===== config.mk =====
export PLATFORM = sky130hd
export DESIGN_NAME = sparse_act_top
export DESIGN_NICKNAME = d
export VERILOG_FILES = /design/src/rtl/sparse_act_pkg.sv /design/src/rtl/act_buffer.sv /design/src/rtl/act_packer.sv /design/src/rtl/act_distributor.sv /design/src/rtl/sparse_act_top.sv
export SDC_FILE = /design/constraint.sdc
export NUM_CORES = 2
export LEC_CHECK = 0
export BUFFER_PORTS_ARGS = -buffer_cell sky130_fd_sc_hd__buf_2
export CORE_MARGIN = 2
export CORE_UTILIZATION = 35
export CTS_CLUSTER_DIAMETER = 150
export DETAILED_ROUTE_END_ITERATION = 10
export PLACE_DENSITY_LB_ADDON = 0.1
export SLEW_MARGIN = 15
export SYNTH_ARGS = -nofsm -noshare
export SYNTH_HDL_FRONTEND = slang
export SYNTH_SLANG_ARGS = --single-unit

===== constraint.sdc =====
create_clock -name clk -period 6.6 [get_ports clk]
set_clock_uncertainty 0.15 [all_clocks]
set_input_delay 1.32 -clock clk [delete_from_list [all_inputs] [get_ports clk]]
set_output_delay 1.32 -clock clk [all_outputs]
set_load 0.02 [all_outputs]

===== src/rtl/sparse_act_pkg.sv =====
`default_nettype none

package sparse_act_pkg;

    // ==================================================
    // Default sizes
    // ==================================================

    // One activation word
    parameter int DATA_WIDTH_DEF     = 8;
    // Lanes per block, also the flag word width
    parameter int BLOCK_DEPTH_DEF    = 16;
    // Activation buffer, 256 words
    parameter int ACT_ADDR_WIDTH_DEF = 8;
    // Flag and count buffers, 16 blocks
    parameter int BLK_ADDR_WIDTH_DEF = 4;

    // ==================================================
    // State encodings
    // ==================================================

    // Distributor FSM, gray ordered along the normal path
    typedef enum logic [1:0] {
        D_IDLE       = 2'b00,
        D_CHECK_DATA = 2'b01,
        D_PACK       = 2'b11,
        D_WAIT_GET   = 2'b10
    } dist_state_e;

    // Packer FSM
    typedef enum logic [1:0] {
        P_IDLE   = 2'b00,
        P_BYPASS = 2'b01,
        P_FILL   = 2'b10,
        P_DONE   = 2'b11
    } pack_state_e;

endpackage

`default_nettype wire


===== src/rtl/act_buffer.sv =====
`default_nettype none
`timescale 1ns/10ps

module act_buffer #(
    parameter int WIDTH      = 8,
    parameter int ADDR_WIDTH = 8
) (
    input  wire logic                  clk,
    input  wire logic                  rst_n,

    // Load side
    input  wire logic                  wr_en,
    input  wire logic [WIDTH-1:0]      wr_dat,

    // Read side
    input  wire logic                  en_rd,
    input  wire logic [ADDR_WIDTH-1:0] addr_rd,
    output logic                       val,
    output logic      [WIDTH-1:0]      dat_rd
);

    localparam int DEPTH = 1 << ADDR_WIDTH;

    // ==================================================
    // Storage
    // ==================================================

    logic [WIDTH-1:0]      mem [DEPTH];
    logic [ADDR_WIDTH-1:0] wr_ptr;
    // One extra bit so a completely full bank is counted
    logic [ADDR_WIDTH:0]   unread;

    // Write and registered read, no reset on the array
    always_ff @(posedge clk) begin
        if (wr_en) begin
            mem[wr_ptr] <= wr_dat;
        end
        // Data valid one cycle after en_rd
        if (en_rd) begin
            dat_rd <= mem[addr_rd];
        end
    end

    // ==================================================
    // Write pointer and unread count
    // ==================================================

    always_ff @(posedge clk or negedge rst_n) begin
        if (!rst_n) begin
            wr_ptr <= '0;
            unread <= '0;
        end else begin
            // Pointer wraps at the bank depth
            if (wr_en) begin
                wr_ptr <= wr_ptr + ADDR_WIDTH'(1);
            end
            case ({wr_en, en_rd})
                2'b10:   unread <= unread + (ADDR_WIDTH + 1)'(1);
                2'b01:   unread <= unread - (ADDR_WIDTH + 1)'(1);
                default: unread <= unread;
            endcase
        end
    end

    // Something left to read
    assign val = (unread != '0);

    // Reader must never pull from an empty bank
    a_no_rd_when_empty: assert property (
        @(posedge clk) disable iff (!rst_n)
        en_rd |-> val
    ) else $error("act_buffer: read enable while bank is empty");

endmodule

`default_nettype wire


===== src/rtl/act_packer.sv =====
`default_nettype none
`timescale 1ns/10ps

module act_packer #(
    parameter int  DATA_WIDTH  = sparse_act_pkg::DATA_WIDTH_DEF,
    parameter int  BLOCK_DEPTH = sparse_act_pkg::BLOCK_DEPTH_DEF,
    localparam int CNT_WIDTH   = $clog2(BLOCK_DEPTH) + 1,
    localparam int LANE_WIDTH  = $clog2(BLOCK_DEPTH)
) (
    input  wire logic                              clk,
    input  wire logic                              rst_n,

    // Block setup from the distributor
    input  wire logic                              start,
    input  wire logic [CNT_WIDTH-1:0]              cnt,
    input  wire logic [BLOCK_DEPTH-1:0]            flag,

    // Activation word stream
    input  wire logic                              act_val,
    output logic                                   req_dat,
    input  wire logic                              val_dat,
    input  wire logic [DATA_WIDTH-1:0]             dat,

    // Dense block out
    output logic      [DATA_WIDTH*BLOCK_DEPTH-1:0] blk,
    output logic                                   near_done
);

    sparse_act_pkg::pack_state_e state;

    // Words still to request, words still to land
    logic [CNT_WIDTH-1:0]   req_left;
    logic [CNT_WIDTH-1:0]   arr_left;
    // Working flag copy, bits cleared as lanes fill
    logic [BLOCK_DEPTH-1:0] work_flag;
    logic [LANE_WIDTH-1:0]  lane;
    logic                   lane_hit;
    logic                   last_arr;

    // ==================================================
    // Lane cursor
    // ==================================================

    // Lowest set bit wins, so scan from the top down
    always_comb begin
        lane     = '0;
        lane_hit = 1'b0;
        for (int i = BLOCK_DEPTH - 1; i >= 0; i--) begin
            if (work_flag[i]) begin
                lane     = LANE_WIDTH'(i);
                lane_hit = 1'b1;
            end
        end
    end

    // Requests run ahead of arrivals, one per cycle
    assign req_dat   = (state == sparse_act_pkg::P_FILL) && act_val && (req_left != '0);
    assign last_arr  = val_dat && (arr_left == CNT_WIDTH'(1));
    // Final block is being registered this cycle
    assign near_done = (state == sparse_act_pkg::P_BYPASS) ||
                       ((state == sparse_act_pkg::P_FILL) && last_arr);

    // ==================================================
    // Packer FSM and block register
    // ==================================================

    always_ff @(posedge clk or negedge rst_n) begin
        if (!rst_n) begin
            state     <= sparse_act_pkg::P_IDLE;
            req_left  <= '0;
            arr_left  <= '0;
            work_flag <= '0;
            blk       <= '0;
        end else begin
            case (state)
                sparse_act_pkg::P_IDLE: begin
                    if (start) begin
                        work_flag <= flag;
                        req_left  <= cnt;
                        arr_left  <= cnt;
                        // Nothing to scatter
                        if ((cnt == '0) || (flag == '0)) begin
                            state <= sparse_act_pkg::P_BYPASS;
                        end else begin
                            // Empty lanes end up zero
                            blk   <= '0;
                            state <= sparse_act_pkg::P_FILL;
                        end
                    end
                end
                sparse_act_pkg::P_BYPASS: begin
                    blk   <= '0;
                    state <= sparse_act_pkg::P_DONE;
                end
                sparse_act_pkg::P_FILL: begin
                    if (req_dat) begin
                        req_left <= req_left - CNT_WIDTH'(1);
                    end
                    // Drop the word into the current lane
                    if (val_dat && lane_hit) begin
                        blk[lane*DATA_WIDTH +: DATA_WIDTH] <= dat;
                        work_flag[lane]                    <= 1'b0;
                    end
                    if (val_dat) begin
                        arr_left <= arr_left - CNT_WIDTH'(1);
                    end
                    if (last_arr) begin
                        state <= sparse_act_pkg::P_DONE;
                    end
                end
                // One settle cycle before the next start
                sparse_act_pkg::P_DONE: state <= sparse_act_pkg::P_IDLE;
                default:                state <= sparse_act_pkg::P_IDLE;
            endcase
        end
    end

    // Count word and flag bitmap must describe the same block
    a_cnt_matches_flag: assert property (
        @(posedge clk) disable iff (!rst_n)
        start |-> (cnt == CNT_WIDTH'($countones(flag)))
    ) else $error("act_packer: count does not match flag popcount");

endmodule

`default_nettype wire


===== src/rtl/act_distributor.sv =====
`default_nettype none
`timescale 1ns/10ps

module act_distributor #(
    parameter int  DATA_WIDTH     = sparse_act_pkg::DATA_WIDTH_DEF,
    parameter int  BLOCK_DEPTH    = sparse_act_pkg::BLOCK_DEPTH_DEF,
    parameter int  ACT_ADDR_WIDTH = sparse_act_pkg::ACT_ADDR_WIDTH_DEF,
    parameter int  BLK_ADDR_WIDTH = sparse_act_pkg::BLK_ADDR_WIDTH_DEF,
    localparam int CNT_WIDTH      = $clog2(BLOCK_DEPTH) + 1
) (
    input  wire logic                              clk,
    input  wire logic                              rst_n,

    // Controller and array side
    input  wire logic                              fetch,
    input  wire logic                              get_act,
    output logic                                   rdy_act,

    // Activation buffer
    input  wire logic                              act_val,
    output logic                                   act_en_rd,
    output logic      [ACT_ADDR_WIDTH-1:0]         act_addr_rd,
    input  wire logic [DATA_WIDTH-1:0]             act_dat_rd,

    // Flag buffer
    input  wire logic                              flg_val,
    output logic                                   flg_en_rd,
    output logic      [BLK_ADDR_WIDTH-1:0]         flg_addr_rd,
    input  wire logic [BLOCK_DEPTH-1:0]            flg_dat_rd,

    // Count buffer
    input  wire logic                              cnt_val,
    output logic                                   cnt_en_rd,
    output logic      [BLK_ADDR_WIDTH-1:0]         cnt_addr_rd,
    input  wire logic [CNT_WIDTH-1:0]              cnt_dat_rd,

    // Dense block and its flag
    output logic      [DATA_WIDTH*BLOCK_DEPTH-1:0] act_block,
    output logic      [BLOCK_DEPTH-1:0]            act_flag
);

    sparse_act_pkg::dist_state_e state;
    sparse_act_pkg::dist_state_e next_state;

    logic                      blk_rd;
    logic [BLK_ADDR_WIDTH-1:0] blk_addr;
    logic                      start;
    logic                      req_dat;
    logic                      val_dat;
    logic                      near_done;

    // ==================================================
    // Fetch FSM
    // ==================================================

    // All three banks hold the next block
    assign blk_rd = (state == sparse_act_pkg::D_CHECK_DATA) && act_val && flg_val && cnt_val;

    always_comb begin
        next_state = state;
        case (state)
            sparse_act_pkg::D_IDLE:
                if (fetch)
                    next_state = sparse_act_pkg::D_CHECK_DATA;
            sparse_act_pkg::D_CHECK_DATA:
                if (blk_rd)
                    next_state = sparse_act_pkg::D_PACK;
            sparse_act_pkg::D_PACK:
                if (near_done)
                    next_state = sparse_act_pkg::D_WAIT_GET;
            sparse_act_pkg::D_WAIT_GET:
                if (get_act && rdy_act)
                    next_state = sparse_act_pkg::D_IDLE;
            default:
                next_state = sparse_act_pkg::D_IDLE;
        endcase
    end

    always_ff @(posedge clk or negedge rst_n) begin
        if (!rst_n) begin
            state   <= sparse_act_pkg::D_IDLE;
            rdy_act <= 1'b0;
        end else begin
            state   <= next_state;
            // Registered ready, tracks WAIT_GET exactly
            rdy_act <= (next_state == sparse_act_pkg::D_WAIT_GET);
        end
    end

    // ==================================================
    // Read addresses and strobes
    // ==================================================

    // Flag and count share one block pointer
    assign flg_en_rd   = blk_rd;
    assign cnt_en_rd   = blk_rd;
    assign flg_addr_rd = blk_addr;
    assign cnt_addr_rd = blk_addr;
    assign act_en_rd   = req_dat;

    always_ff @(posedge clk or negedge rst_n) begin
        if (!rst_n) begin
            blk_addr    <= '0;
            act_addr_rd <= '0;
            start       <= 1'b0;
            val_dat     <= 1'b0;
            act_flag    <= '0;
        end else begin
            if (blk_rd) begin
                blk_addr <= blk_addr + BLK_ADDR_WIDTH'(1);
            end
            // Advances per request, wraps at bank end
            if (req_dat) begin
                act_addr_rd <= act_addr_rd + ACT_ADDR_WIDTH'(1);
            end
            // Count and flag readable one cycle after blk_rd
            start   <= blk_rd;
            // Word lands a cycle after its request
            val_dat <= req_dat;
            if (start) begin
                act_flag <= flg_dat_rd;
            end
        end
    end

    // ==================================================
    // Packer
    // ==================================================

    act_packer #(
        .DATA_WIDTH  (DATA_WIDTH),
        .BLOCK_DEPTH (BLOCK_DEPTH)
    ) u_packer (
        .clk       (clk),
        .rst_n     (rst_n),
        .start     (start),
        .cnt       (cnt_dat_rd),
        .flag      (flg_dat_rd),
        .act_val   (act_val),
        .req_dat   (req_dat),
        .val_dat   (val_dat),
        .dat       (act_dat_rd),
        .blk       (act_block),
        .near_done (near_done)
    );

    // Packer stays quiet while the block is parked for the array
    a_quiet_in_wait_get: assert property (
        @(posedge clk) disable iff (!rst_n)
        (state == sparse_act_pkg::D_WAIT_GET) |-> !act_en_rd && !near_done
    ) else $error("act_distributor: packer active while block waits in WAIT_GET");

endmodule

`default_nettype wire


===== src/rtl/sparse_act_top.sv =====
`default_nettype none
`timescale 1ns/10ps

module sparse_act_top #(
    parameter int  DATA_WIDTH     = sparse_act_pkg::DATA_WIDTH_DEF,
    parameter int  BLOCK_DEPTH    = sparse_act_pkg::BLOCK_DEPTH_DEF,
    parameter int  ACT_ADDR_WIDTH = sparse_act_pkg::ACT_ADDR_WIDTH_DEF,
    parameter int  BLK_ADDR_WIDTH = sparse_act_pkg::BLK_ADDR_WIDTH_DEF,
    localparam int CNT_WIDTH      = $clog2(BLOCK_DEPTH) + 1
) (
    input  wire logic                              clk,
    input  wire logic                              rst_n,

    // Buffer loading
    input  wire logic                              act_wr_en,
    input  wire logic [DATA_WIDTH-1:0]             act_wr_dat,
    input  wire logic                              flg_wr_en,
    input  wire logic [BLOCK_DEPTH-1:0]            flg_wr_dat,
    input  wire logic                              cnt_wr_en,
    input  wire logic [CNT_WIDTH-1:0]              cnt_wr_dat,

    // Controller and array
    input  wire logic                              fetch,
    input  wire logic                              get_act,
    output logic                                   rdy_act,
    output logic      [DATA_WIDTH*BLOCK_DEPTH-1:0] act_block,
    output logic      [BLOCK_DEPTH-1:0]            act_flag
);

    // ==================================================
    // Buffer to distributor wiring
    // ==================================================

    logic                      act_val;
    logic                      act_en_rd;
    logic [ACT_ADDR_WIDTH-1:0] act_addr_rd;
    logic [DATA_WIDTH-1:0]     act_dat_rd;

    logic                      flg_val;
    logic                      flg_en_rd;
    logic [BLK_ADDR_WIDTH-1:0] flg_addr_rd;
    logic [BLOCK_DEPTH-1:0]    flg_dat_rd;

    logic                      cnt_val;
    logic                      cnt_en_rd;
    logic [BLK_ADDR_WIDTH-1:0] cnt_addr_rd;
    logic [CNT_WIDTH-1:0]      cnt_dat_rd;

    // Nonzero activation words
    act_buffer #(.WIDTH(DATA_WIDTH), .ADDR_WIDTH(ACT_ADDR_WIDTH)) u_act_buf (
        .clk (clk), .rst_n (rst_n), .wr_en (act_wr_en), .wr_dat (act_wr_dat),
        .en_rd (act_en_rd), .addr_rd (act_addr_rd), .val (act_val), .dat_rd (act_dat_rd)
    );

    // Per-block flag bitmaps
    act_buffer #(.WIDTH(BLOCK_DEPTH), .ADDR_WIDTH(BLK_ADDR_WIDTH)) u_flg_buf (
        .clk (clk), .rst_n (rst_n), .wr_en (flg_wr_en), .wr_dat (flg_wr_dat),
        .en_rd (flg_en_rd), .addr_rd (flg_addr_rd), .val (flg_val), .dat_rd (flg_dat_rd)
    );

    // Per-block nonzero counts
    act_buffer #(.WIDTH(CNT_WIDTH), .ADDR_WIDTH(BLK_ADDR_WIDTH)) u_cnt_buf (
        .clk (clk), .rst_n (rst_n), .wr_en (cnt_wr_en), .wr_dat (cnt_wr_dat),
        .en_rd (cnt_en_rd), .addr_rd (cnt_addr_rd), .val (cnt_val), .dat_rd (cnt_dat_rd)
    );

    act_distributor #(
        .DATA_WIDTH     (DATA_WIDTH),
        .BLOCK_DEPTH    (BLOCK_DEPTH),
        .ACT_ADDR_WIDTH (ACT_ADDR_WIDTH),
        .BLK_ADDR_WIDTH (BLK_ADDR_WIDTH)
    ) u_dist (
        .clk         (clk),
        .rst_n       (rst_n),
        .fetch       (fetch),
        .get_act     (get_act),
        .rdy_act     (rdy_act),
        .act_val     (act_val),
        .act_en_rd   (act_en_rd),
        .act_addr_rd (act_addr_rd),
        .act_dat_rd  (act_dat_rd),
        .flg_val     (flg_val),
        .flg_en_rd   (flg_en_rd),
        .flg_addr_rd (flg_addr_rd),
        .flg_dat_rd  (flg_dat_rd),
        .cnt_val     (cnt_val),
        .cnt_en_rd   (cnt_en_rd),
        .cnt_addr_rd (cnt_addr_rd),
        .cnt_dat_rd  (cnt_dat_rd),
        .act_block   (act_block),
        .act_flag    (act_flag)
    );

endmodule

`default_nettype wire


# ---- Word-level counts from Yosys, hierarchy flattened
# Memories as Yosys holds them, arrays and structs flattened. A register that Yosys moved wholly into a read port is not among the register bits.
# Index checks and enable logic that the tools add are counted.
dict set report word_totals {
  register_bits 224
  mem_bits_rw 2384
  elab_cells 156
  memories 3
}
# memory words word_bits rd rd_clocked_by_memory_dff write_ports line_no
set memory_table {}
lappend memory_table {u_act_buf.mem 256 8 1 1 1 act_buffer.sv:28} ;# logic [WIDTH-1:0] mem [DEPTH];
lappend memory_table {u_flg_buf.mem 16 16 1 1 1 act_buffer.sv:28}
lappend memory_table {u_cnt_buf.mem 16 5 1 1 1 act_buffer.sv:28}
dict set report op_classes {
  addsub 14
  magnitude_cmp 2
  eq_ne 20
  shift 2
  n_mux 65
  bitwise_logic 2
  n_reduce_logical 30
}
# op count
set ops {}
lappend ops {{$mux 128} 3}
lappend ops {{$pmux 128 s3} 1}
lappend ops {{$bwmux 128} 1}
lappend ops {{$shift 8x34->128 const A} 1}
lappend ops {{$shiftx 8x34->128} 1}
lappend ops {{$mux 4} 16}
lappend ops {{$pmux 5 s2} 4}
lappend ops {{$neg 7->34} 1}
lappend ops {{$mux 16} 2}
lappend ops {{$pmux 16 s2} 1}
lappend ops {{$mux 1} 23}
lappend ops {{$sub 5x1->5 const B} 4}
lappend ops {{$pmux 9 s2} 1}
lappend ops {{$add 8x1->8 const B} 2}
lappend ops {{$and 16x16->16} 1}
lappend ops {{$eq 2x2->1 const B} 8}
lappend ops {{$logic_not 16->1} 1}
lappend ops {{$not 16->16} 1}
lappend ops {{$pmux 2 s4} 2}
lappend ops {{$mux 5} 3}
lappend ops {{$reduce_bool 5->1} 3}
lappend ops {{$mux 2} 7}
lappend ops {{$add 4x1->4 const B} 3}
lappend ops {{$add 5x1->5 const B} 2}
lappend ops {{other kinds (19)} 43}

# ---- Logic depth before layout (Yosys ltp)
dict set report depth {
  depth_word 24
  mapped_depth 15
}

# ---- By module
# From an unflattened synthesis, not the netlist that was laid out.
dict set report hier_totals {
  cells_unflattened 5432
  hier_area_um2 104116.1
}
# module n_inst cells_per_inst area_per_inst_um2 seq_area_each_um2
set modules_own_cells {}
lappend modules_own_cells {{act_buffer (u_act_buf)} 1 3970 80941.4 62164.6}
lappend modules_own_cells {{act_buffer (u_flg_buf)} 1 498 10814.1 8393.0}
lappend modules_own_cells {act_packer 1 650 7179.4 3903.7}
lappend modules_own_cells {{act_buffer (u_cnt_buf)} 1 221 3866.2 2777.7}
lappend modules_own_cells {act_distributor 1 93 1315.0 825.8}

# ---- Worst setup path after synthesis
# No wires, ideal clock.
dict set report synth_timing {
  kind {register -> register}
  startpoint {reg u_dist.u_packer.state[0]}
  endpoint {reg u_act_buf.unread[8]}
  t_arrival_ns 3.257
  slack_ns 3.113
  path_stages_with_launch 15
  n_path_buf 1
  cell_sequence {dfrtp_1 inv_1 ha_1 clkbuf_1 o211ai_1 inv_1 ha_1 ha_1 nor2b_1 o21ai_0 a21boi_0 o21a_1 o41ai_1 mux2i_1 xnor2_1}
}
dict set report synth_via {
  elab_chain_cells 5
  elab_cells_between_ends 7
  cone_classes {3 x eq/ne; 1 x mux; 3 x reduce/logical}
}
# item line_no
set synth_lines {}
lappend synth_lines {{start, declared} act_packer.sv:29} ;# sparse_act_pkg::pack_state_e state;
lappend synth_lines {{start signal, assigned} act_packer.sv:69} ;# state <= sparse_act_pkg::P_IDLE;
lappend synth_lines {{start signal, assigned} act_packer.sv:83} ;# state <= sparse_act_pkg::P_BYPASS;
lappend synth_lines {{start signal, assigned} act_packer.sv:87} ;# state <= sparse_act_pkg::P_FILL;
lappend synth_lines {{$eq 2x2->1 *} act_packer.sv:57} ;# assign req_dat = (state == sparse_act_pkg::P_FILL) && act_val && (req_left != '0);
lappend synth_lines {{$logic_and 1x1->1 * (2 in a row)} act_packer.sv:57}
lappend synth_lines {{net act_en_rd} sparse_act_top.sv:35} ;# logic act_en_rd;
lappend synth_lines {{$eq 2x1->1 or $eq 2x2->1 (tied branches)} act_buffer.sv:57} ;# case ({wr_en, en_rd})
lappend synth_lines {{$pmux 9 s2 or $reduce_bool 2->1 (tied branches)} n/a}
lappend synth_lines {{end signal, assigned} act_buffer.sv:58} ;# 2'b10: unread <= unread + (ADDR_WIDTH + 1)'(1);
lappend synth_lines {{end signal, assigned} act_buffer.sv:59} ;# 2'b01: unread <= unread - (ADDR_WIDTH + 1)'(1);
lappend synth_lines {{end signal, assigned} act_buffer.sv:60} ;# default: unread <= unread;
lappend synth_lines {{end, declared} act_buffer.sv:31} ;# logic [ADDR_WIDTH:0] unread;
# The timed path passes the listed nets; every way through them passes the cells marked *.
# A chain may end at the register's enable or synchronous reset.

==> reports/metrics.cfg <==
[yosys]
ys_seq_area_share_pct = 75.0
syn_area_um2 = 104000
synthFlopType = edfxtp_1
synth_edf_count = 2413
yosys_warnings = 0
syn_inst = 5294
syn_nets = 5378
yosysUniqueCellTypes = 97
synth-seq-cells = 2637
avgSynthCellArea_um2 = 19.7
synth-async-reset-ratio_pct = 8.49

[pwr]
p_int_mw = 34.1
combPwrFrac_pct = 29.7
leakage_nw = 39.1
sw_frac_of_total_pct = 33.7
power.density_nw_per_um2 = 432
power_switching_mw = 17.4
clockPowerShare_pct = 31.2
p_seq_share_pct = 39.0
ir_drop_uv = 357

[worst_setup_path]
arrival_ns = 5.48
critPathRequiredTime_ns = 7.04
cp-start-kind = flop
crit_fanout = 32
cp-end-kind = flop
crit_path_start = u_dist.act_addr_rd[2]$_DFFE_PN0P_
path_class = reg -> reg
r2r_start = u_dist.act_addr_rd[2]$_DFFE_PN0P_

[routing]
via_per_inst = 5.45
drt_wl_total_mm = 309
first_pass_iters = 5
ant_nets = 0
wire_per_inst_um = 31.6
drtIter0Drc = 5340
route.detailed.drc = 0
routed-via-count = 53300

[timing]
period_minus_slack_ns = 5.04
setup_viol = 0
slew_headroom_pct = 15.8
drv_slew = 0
rsz0062_at_grt = false
fin_crit_sh_pct = 76.4
worst_pin_slew_ns = 1.25
finalHoldViolCount = 0
hold_ws_ns = 0.328
setup-tns-final_ns = 0
fmax_mhz = 198

[clocking]
clk-insertion-delay-late_ns = 0.89
cts_setup_buffers = 0
ctsHoldBuffers = 0
cts.clk_slew.worst_paths_ns = 0.06
cts_buffer_depth = 4
cts_sinks = 2637
post_cts_resized = 0
cts_tree = yes
h-tree-depth = 5
cts_root_buf = clkbuf_16
cts_made_buffers = 296

[floorplanning]
ioPinCount = 181
rows = 200
fp.dieW_um = 549
die-area_um2 = 302000
dieHeight_um = 549
core_um2 = 297000
start_util_pct = 35.1

[hold_path]
hold_start = u_act_buf.unread[8]$_DFFE_PN0P_
holdCritPathClass = reg -> reg

[place]
numPortBuffers = 180
routabilityCongestion = 0.824
place_hpwl_mm = 189

[grt]
antenna_found_initial = 14
overflow = 0
groute.usage.overall_pct = 20.2
grt_max_degree = 145
grt_pass1_vias = 54200
grt_pass1_wl_mm = 433

[cells_and_area]
nFillCells = 26500
drive_gt1_share_pct = 23.0
nNetsFinal = 5692
syn_to_final_growth_pct = 14.5

[status]
outcome = complete, no violations

[flow_run]
cap_violations = 0

==> synthesized netlist by cell type, types with 45 or more instances <==
cell type,n,area (µm²)
clkbuf_1,144,541
a21oi_1,110,551
a22oi_1,61,458
ha_1,45,563
a22o_1,83,727
mux2i_1,221,2210
nand2_1,184,691
nor2_1,324,1220
edfxtp_1,2413,72500
buf_2,69,345
mux4_2,491,11100
dfrtp_1,224,5610
o21ai_0,96,480
nand3_1,82,410
inv_1,45,169
==> routing by layer <==
layer	share of wire (%)	vias to the layer above	GRT usage [%]
met5	0	-	0
met4	2.2	0	4.59
met3	4.9	393	2.77
met2	48	1519	32.5
met1	45	29000	29.1
li1	-	22400	-
==> power groups by stage <==
stage	Sequential [mW]	Combinational [mW]	Clock, mW
floorplan	19.8	9.84	0
finish	20.1	15.3	16.1
CTS	20.1	15.5	16.4
detailed placement	20.5	15.5	0
global placement	20.5	15.5	0
global route	20.2	16.2	17.1
==> stage by stage <==
stage	total power [mW]	instances	worst slack, ns	area (µm²)	utilization (%)
after global routing	53.4	9781	1.56	119000	40.2
after global placement	35.9	9248	1.45	110000	37.0
final	51.5	9788	1.56	119000	40.2
after floorplan	29.7	5294	3.11	104000	-
after CTS	52.1	9780	1.67	119000	40.2
after detailed placement	36.0	9249	1.68	110000	37.0
==> cells by family (layout without fill, tap and decap cells) <==
| family | after synthesis | count (layout) | synth area share, % |
|---|---|---|---|
| AND/OR/NAND/NOR | 782 | 782 | 3.48 |
| XOR/XNOR | 39 | 39 | 0.328 |
| other | 0 | 8 | 0 |
| AO/OA/AOI/OAI | 641 | 641 | 4.47 |
| flip-flops | 2637 | 2637 | 75.0 |
| multiplexers | 783 | 783 | 14.1 |
| buffers and inverters | 364 | 911 | 2.01 |
| adder cells (fa/ha/maj) | 48 | 48 | 0.598 |
==> worst paths after layout <==
path	to	slack, ns	cells past startpoint
max in group asynchronous	u_dist.u_packer.blk[33]$_DFFE_PN0P_	4.71	2
setup / recovery	u_act_buf.dat_rd[0]$_DFFE_PP_	1.56	7
setup reg to reg	u_act_buf.dat_rd[0]$_DFFE_PP_	1.56	7
hold reg to reg	u_act_buf.unread[8]$_DFFE_PN0P_	0.33	1
min in group asynchronous	u_dist.u_packer.blk[16]$_DFFE_PN0P_	0.37	1
hold / removal	u_act_buf.unread[8]$_DFFE_PN0P_	0.33	1
==> worst max-delay path, cell delays in order, from the launching register on <==
cell and delay [ns]:
dfrtp_4 0.93, or3b_2 0.97, buf_4 0.36, o22ai_1 0.13, a2111oi_0 0.85, nor3_1 0.12
o21ai_0 1.01, o22ai_1 0.17
==> layout by cell type, fill, tap and decap left out, types with 83 or more instances in the layout <==
| cell | netlist | final |
|---|---|---|
| dfrtp_1 | 224 | 213 |
| a22o_1 | 83 | 83 |
| a21oi_1 | 110 | 109 |
| mux4_2 | 491 | 491 |
| buf_2 | 69 | 171 |
| clkbuf_16 | 0 | 303 |
| mux2i_1 | 221 | 221 |
| o21ai_0 | 96 | 96 |
| nor2_1 | 324 | 316 |
| edfxtp_1 | 2413 | 2413 |
| buf_4 | 18 | 126 |
| nand2_1 | 184 | 184 |
==> state kept, by name, summed over array words and instances (netlist names), 9 cells and up <==
| register | flops |
|---|---|
| u_act_buf.mem | 2048 |
| u_dist.u_packer.work_flag | 16 |
| u_cnt_buf.mem | 80 |
| u_act_buf.unread | 9 |
| u_dist.act_flag | 16 |
| u_dist.u_packer.blk | 128 |
| u_flg_buf.dat_rd | 16 |
| u_flg_buf.mem | 256 |
==> area by class of cell <==
cell class,count,area [µm²],share of cell area [%]
antenna,8,20.0,0.0168
clock buffer,374,7900,6.63
multi-input combinational,2293,24100,20.3
timing repair buffer,333,2470,2.07
tap,3939,4930,4.14
inverter,47,179,0.150
sequential,2637,78100,65.5
clock inverter,157,1430,1.20
Power figures use the tool's default switching activity.
